===== src/tlb_pkg.sv =====
package tlb_pkg;

    typedef logic [18:0] vpn2_t;    // va[31:13]
    typedef logic [7:0]  asid_t;
    typedef logic [19:0] pfn_t;
    typedef logic [2:0]  cattr_t;

    // one half of a page pair
    typedef struct packed {
        pfn_t   pfn;
        cattr_t c;
        logic   d;
        logic   v;
    } tlb_page_t;

    typedef struct packed {
        vpn2_t     vpn2;
        asid_t     asid;
        logic      g;       // and of both written g bits
        tlb_page_t page0;   // even page
        tlb_page_t page1;   // odd page
    } tlb_entry_t;

    typedef struct packed {
        vpn2_t vpn2;
        logic  odd_page;    // va[12]
        asid_t asid;
    } lookup_req_t;

    // page is all zero on a miss
    typedef struct packed {
        logic      found;
        tlb_page_t page;
    } lookup_rsp_t;

endpackage


===== src/cp0_pkg.sv =====
package cp0_pkg;

    typedef logic [31:0] cp0_word_t;

    typedef enum logic [1:0] {
        reg_index,
        reg_entryhi,
        reg_entrylo0,
        reg_entrylo1
    } cp0_reg_e;

    typedef enum logic [1:0] {
        op_tlbwi,
        op_tlbr,
        op_tlbp
    } tlb_op_e;

    typedef enum logic [1:0] {
        st_idle,
        st_exec,
        st_done
    } ctrl_state_e;

    typedef struct packed {
        tlb_pkg::vpn2_t  vpn2;   // 31..13
        logic [4:0]      rsvd;
        tlb_pkg::asid_t  asid;   // 7..0
    } entryhi_t;

    typedef struct packed {
        logic [5:0]       rsvd;
        tlb_pkg::pfn_t    pfn;   // 25..6
        tlb_pkg::cattr_t  c;     // 5..3
        logic             d;
        logic             v;
        logic             g;
    } entrylo_t;

    // p set when the last probe missed
    typedef struct packed {
        logic        p;
        logic [30:0] num;
    } index_t;

endpackage


===== src/tlb_cp0_ctrl.sv =====
module tlb_cp0_ctrl #(
    parameter int tlb_num = 16,
    localparam int idx_w = $clog2(tlb_num)
) (
    input  logic                    clk,
    input  logic                    reset,

    // register writes from the core
    input  logic                    cp0_wr,
    input  cp0_pkg::cp0_reg_e       cp0_sel,
    input  cp0_pkg::cp0_word_t      cp0_wdata,

    // tlb instructions
    input  logic                    op_start,
    input  cp0_pkg::tlb_op_e        op,
    output logic                    op_done,

    // data lookup, shared with tlbp
    input  tlb_pkg::lookup_req_t    data_req,
    output logic                    data_busy,
    output tlb_pkg::lookup_req_t    s1_req,
    input  tlb_pkg::lookup_rsp_t    probe_rsp,
    input  logic [idx_w-1:0]        probe_index,

    // register readout
    output cp0_pkg::cp0_word_t      index_q,
    output cp0_pkg::cp0_word_t      entryhi_q,
    output cp0_pkg::cp0_word_t      entrylo0_q,
    output cp0_pkg::cp0_word_t      entrylo1_q,

    // entry array access
    output logic                    wr_en,
    output logic [idx_w-1:0]        wr_index,
    output tlb_pkg::tlb_entry_t     wr_entry,
    output logic [idx_w-1:0]        rd_index,
    input  tlb_pkg::tlb_entry_t     rd_entry
);

    cp0_pkg::ctrl_state_e state;
    cp0_pkg::tlb_op_e     op_q;     // operation being executed

    cp0_pkg::index_t      index_r;
    cp0_pkg::entryhi_t    entryhi_r;
    cp0_pkg::entrylo_t    entrylo0_r;
    cp0_pkg::entrylo_t    entrylo1_r;

    cp0_pkg::entryhi_t    wdata_hi;
    cp0_pkg::entrylo_t    wdata_lo;
    logic                 exec_wi;
    logic                 exec_r;
    logic                 exec_p;

    function automatic tlb_pkg::tlb_page_t lo_to_page(input cp0_pkg::entrylo_t lo);
        tlb_pkg::tlb_page_t page;
        page.pfn = lo.pfn;
        page.c   = lo.c;
        page.d   = lo.d;
        page.v   = lo.v;
        return page;
    endfunction

    function automatic cp0_pkg::entrylo_t page_to_lo(input tlb_pkg::tlb_page_t page,
                                                     input logic g);
        cp0_pkg::entrylo_t lo;
        lo      = '0;
        lo.pfn  = page.pfn;
        lo.c    = page.c;
        lo.d    = page.d;
        lo.v    = page.v;
        lo.g    = g;
        return lo;
    endfunction

    assign wdata_hi = cp0_wdata;
    assign wdata_lo = cp0_wdata;

    assign exec_wi = (state == cp0_pkg::st_exec) && (op_q == cp0_pkg::op_tlbwi);
    assign exec_r  = (state == cp0_pkg::st_exec) && (op_q == cp0_pkg::op_tlbr);
    assign exec_p  = (state == cp0_pkg::st_exec) && (op_q == cp0_pkg::op_tlbp);

    // idle -> exec (one cycle) -> done (two cycles, op_done in the second)
    always_ff @(posedge clk) begin
        if (reset) begin
            state   <= cp0_pkg::st_idle;
            op_q    <= cp0_pkg::op_tlbwi;
            op_done <= 1'b0;
        end else begin
            op_done <= (state == cp0_pkg::st_done) && !op_done;
            case (state)
                cp0_pkg::st_idle: begin
                    if (op_start) begin
                        state <= cp0_pkg::st_exec;
                        op_q  <= op;
                    end
                end
                cp0_pkg::st_exec: state <= cp0_pkg::st_done;
                cp0_pkg::st_done: begin
                    if (op_done) state <= cp0_pkg::st_idle;
                end
                default: state <= cp0_pkg::st_idle;
            endcase
        end
    end

    always_ff @(posedge clk) begin
        if (reset) begin
            index_r    <= '0;
            entryhi_r  <= '0;
            entrylo0_r <= '0;
            entrylo1_r <= '0;
        end else if (state == cp0_pkg::st_idle && cp0_wr) begin
            case (cp0_sel)
                cp0_pkg::reg_index: begin
                    index_r.p   <= cp0_wdata[31];
                    index_r.num <= 31'(cp0_wdata[idx_w-1:0]);
                end
                cp0_pkg::reg_entryhi:
                    entryhi_r <= '{vpn2: wdata_hi.vpn2, rsvd: '0, asid: wdata_hi.asid};
                cp0_pkg::reg_entrylo0: entrylo0_r <= page_to_lo(lo_to_page(wdata_lo), wdata_lo.g);
                cp0_pkg::reg_entrylo1: entrylo1_r <= page_to_lo(lo_to_page(wdata_lo), wdata_lo.g);
                default: ;
            endcase
        end else if (exec_r) begin
            entryhi_r  <= '{vpn2: rd_entry.vpn2, rsvd: '0, asid: rd_entry.asid};
            entrylo0_r <= page_to_lo(rd_entry.page0, rd_entry.g);   // g copied to both
            entrylo1_r <= page_to_lo(rd_entry.page1, rd_entry.g);
        end else if (exec_p) begin
            if (probe_rsp.found) begin
                index_r <= '{p: 1'b0, num: 31'(probe_index)};
            end else begin
                index_r.p <= 1'b1;  // index bits kept
            end
        end
    end

    assign wr_en              = exec_wi;
    assign wr_index           = index_r.num[idx_w-1:0];
    assign rd_index           = index_r.num[idx_w-1:0];
    assign wr_entry.vpn2      = entryhi_r.vpn2;
    assign wr_entry.asid      = entryhi_r.asid;
    assign wr_entry.g         = entrylo0_r.g & entrylo1_r.g;
    assign wr_entry.page0     = lo_to_page(entrylo0_r);
    assign wr_entry.page1     = lo_to_page(entrylo1_r);

    // probe key takes over the data port for the exec cycle
    assign data_busy = exec_p;
    always_comb begin
        if (exec_p) begin
            s1_req = '{vpn2: entryhi_r.vpn2, odd_page: 1'b0, asid: entryhi_r.asid};
        end else begin
            s1_req = data_req;
        end
    end

    assign index_q    = index_r;
    assign entryhi_q  = entryhi_r;
    assign entrylo0_q = entrylo0_r;
    assign entrylo1_q = entrylo1_r;

    op_start_idle: assert property (
        @(posedge clk) disable iff (reset) op_start |-> state == cp0_pkg::st_idle
    ) else $error("op_start while tlb operation in progress");

    cp0_wr_idle: assert property (
        @(posedge clk) disable iff (reset) cp0_wr |-> state == cp0_pkg::st_idle
    ) else $error("cp0 register write while tlb operation in progress");

endmodule


===== config.mk =====
export PLATFORM = sky130hd
export DESIGN_NAME = tlb_cp0_ctrl
export DESIGN_NICKNAME = d
export VERILOG_FILES = /design/src/tlb_pkg.sv /design/src/cp0_pkg.sv /design/src/tlb_cp0_ctrl.sv
export SDC_FILE = /design/constraint.sdc
export NUM_CORES = 1
export LEC_CHECK = 0
export ABC_AREA = 1
export BUFFER_PORTS_ARGS = -buffer_cell sky130_fd_sc_hd__buf_2
export CAP_MARGIN = 20
export CORE_AREA = 2 2 165 167
export DETAILED_ROUTE_END_ITERATION = 12
export DIE_AREA = 0 0 167 169
export PLACE_DENSITY = 0.48
export REMOVE_ABC_BUFFERS = 1
export SLEW_MARGIN = 25
export SYNTH_ARGS = -nofsm -noshare
export SYNTH_HDL_FRONTEND = slang
export SYNTH_SLANG_ARGS = --single-unit

===== constraint.sdc =====
create_clock -name clk -period 3.11 [get_ports clk]
set_input_delay 0.311 -clock clk [delete_from_list [all_inputs] [get_ports clk]]
set_output_delay 0.311 -clock clk [all_outputs]
set_load 0.005 [all_outputs]

==> results.py <==
metrics = {
    "cts": {
        "cts_resized": 0,
        "worstSkewPairLatency_ns": 0.35,
        "cts.path.max_buffers": 2,
        "post-cts-setup-buffers": 0,
        "clk_pin_slew_ns": 0.07,
        "cts_made_buffers": 9,
        "cts_tree": "yes",
        "cts_root_buffer": "clkbuf_16",
        "clock-sinks": 89,
        "cts-htree-levels": 3,
        "cts_hold_buf": 0,
    },
    "floorplan": {
        "fp.dieW_um": 167,
        "initial_utilization_pct": 21.25,
        "die_y_um": 169,
        "num_rows": 60,
        "core_um2": 26500,
        "io_pins": 421,
        "die_area_um2": 28220,
    },
    "placed_design": {
        "place.gp.congestion": 0.7608,
        "postPlaceCellArea_um2": 6859,
        "port_buffers": 351,
        "dp_hpwl_um": 15280,
    },
    "finish": {
        "drive_above_1_share_pct": 33.54,
        "fin_nets": 1319,
        "syn_to_final_growth_pct": 26.71,
        "utilization_pct": 26.92,
        "fin_area_um2": 7134,
        "fill_cells": 3041,
    },
    "timing": {
        "worst_pin_slew_ns": 0.9394,
        "period_share_pct": 79.03,
        "rsz0062_at_grt": "false",
        "fin_skew_ns": 0.01562,
        "slew_headroom_pct": 37.37,
        "slew_viol_final": 0,
        "fin_crit_ns": 2.458,
        "setup-tns-final_ns": 0,
        "fmax_ghz": 0.4069,
        "hold_viol": 0,
        "setup_viol": 0,
    },
    "global_routing": {
        "gr-total-overflow": 0,
        "antenna_found_initial": 1,
        "track_usage_pct": 14.39,
        "grt_max_degree": 87,
        "grt_pass1_vias": 5225,
        "grt_pass1_wl_um": 30820,
    },
    "route": {
        "viasPerCell": 3.999,
        "routedWlPerCell_um": 14.27,
        "routed_wl_um": 21230,
        "firstDrtPassIters": 4,
        "first_iter_violations": 235,
        "antenna_left": 0,
        "route.detailed.drc": 0,
        "vias": 5947,
    },
    "hold_path": {
        "hold_class": "in -> reg",
        "min_path_cells": 2,
    },
    "worst_setup_path": {
        "cp-end-kind": "register",
        "worstPathRequired_ns": 3.35,
        "worstPathMaxFanout": 34,
        "r2r_cells": 7,
        "critPathKind": "reg -> reg",
        "arrival_ns": 2.70,
        "worstSetupStartpointType": "register",
    },
    "yosys": {
        "ys_ff_latch": 89,
        "syn-cell-area_um2": 5630,
        "ys_seq_area_share_pct": 31.64,
        "synth.distinct_cells": 23,
        "syn_inst": 905,
        "syn_avg_cell_area_um2": 6.221,
        "yosys_warnings": 0,
    },
    "pwr": {
        "p_leak_nw": 4.474,
        "power_density_nw_per_um2": 442.7,
        "vdd_drop_max_v": 0.0001428,
    },
    "outcome": {
        "status": "finished clean",
    },
    "job": {
        "maxCapViolations": 0,
    },
}
## Yosys cell counts (all sizes together)
library cell    n  area (µm²)
buf           155        1115
a21oi           4       20.02
nand3          33       182.7
and2            1       6.260
clkbuf         20       75.07
nand2         299        1127
nor2          176       668.1
conb            1       3.750
nand3b         27       202.7
nor3            1       5.000
o21ai          55       275.3
dfxtp          89        1782
inv            44       167.7
## logic make-up (layout without fill, tap and decap cells)
logic type             after synthesis  in the layout  share of synthesized area (%)
buffers and inverters              219            416                          24.11
AND/OR/NAND/NOR                    537            537                          38.93
flip-flops                          89             89                          31.64
AO/OA/AOI/OAI                       59             59                          5.244
other                                1             45                        0.06660
## path summary, 6_finish.rpt
check | from | end | slack [ns]
max reg2reg | state[1] | entryhi_q[16] | 0.65
max | state[1] | entryhi_q[16] | 0.65
min reg2reg | index_q[31] | index_q[31] | 0.49
min | reset | op_done | 0.20
## where the power goes
group | internal [W] | total (W) | switching, W
clock | 0.000608 | 0.00108 | 0.000473
sequential | 0.00123 | 0.00130 | 0.0000726
combinational | 0.000329 | 0.000779 | 0.000450
## cell usage in the layout, fill, tap and decap left out
cell type / Yosys / final
nor2_4: 1 / 1
clkinvlp_4: 0 / 1
dfxtp_1: 89 / 89
nor3_1: 1 / 1
nand2_1: 297 / 296
nand3_1: 31 / 30
nor2_1: 175 / 175
nand2_2: 2 / 2
nand3_2: 1 / 2
nand3b_1: 27 / 27
bufinv_16: 0 / 1
inv_4: 1 / 1
buf_4: 129 / 8
inv_2: 2 / 3
o21ai_0: 52 / 52
and2_2: 0 / 1
inv_1: 41 / 40
clkbuf_16: 0 / 9
o21ai_1: 3 / 3
diode_2: 0 / 1
a21oi_1: 4 / 4
buf_2: 21 / 351
nand3_4: 1 / 1
nand2_4: 0 / 1
conb_1: 1 / 44
clkinv_2: 0 / 2
## layout make-up
cell class	instances	area, µm²	area share, %
clock inverters	4	47.55	0.6664
well taps	341	426.7	5.980
diodes	1	2.502	0.03508
repair buffers	359	1817	25.46
clock buffers	9	225.2	3.157
multi-input cells	640	2666	37.37
flip-flops and latches	89	1782	24.97
inverters	44	167.7	2.350
## flip-flops by register name (all words and copies together), names as in the netlist
name / cells
entryhi_q: 27
entrylo0_q: 26
entrylo1_q: 26
index_q: 5
op_done: 1
op_q: 2
state: 2
## worst max-delay path, stage by stage (launching register included)
cell     delay, ns
dfxtp_1       0.34
nor2_4        0.18
nand2_4       0.07
inv_4         0.36
nand3_4       0.51
and2_2        0.61
nor2_1        0.21
nor2_1        0.05
## per-stage QoR
stage | instances | power, W | hold slack, ns | setup slack, ns
final | 1487 | 0.003158 | 0.2043 | 0.6521
after global routing | 1486 | 0.003380 | 0.2067 | 0.4288
after CTS | 1486 | 0.003241 | 0.1733 | 0.6069
after detailed placement | 1473 | 0.002117 | 0.4834 | 0.6032
after global placement | 1473 | 0.002119 | 0.4665 | 0.6561
after floorplan | 773 | 0.001691 | 0.3801 | 0.5250
## routing by layer
layer | routed length [µm] | up-vias | track usage, % | share of wire, %
li1 | - | 3071 | - | -
met1 | 9235 | 2589 | 17.89 | 44
met2 | 10300 | 276 | 25.60 | 49
met3 | 1476 | 11 | 2.478 | 7.0
met4 | 218 | 0 | 3.898 | 1.0
met5 | 0 | - | 0 | 0
Note: power is estimated with default switching activity, not from simulation.
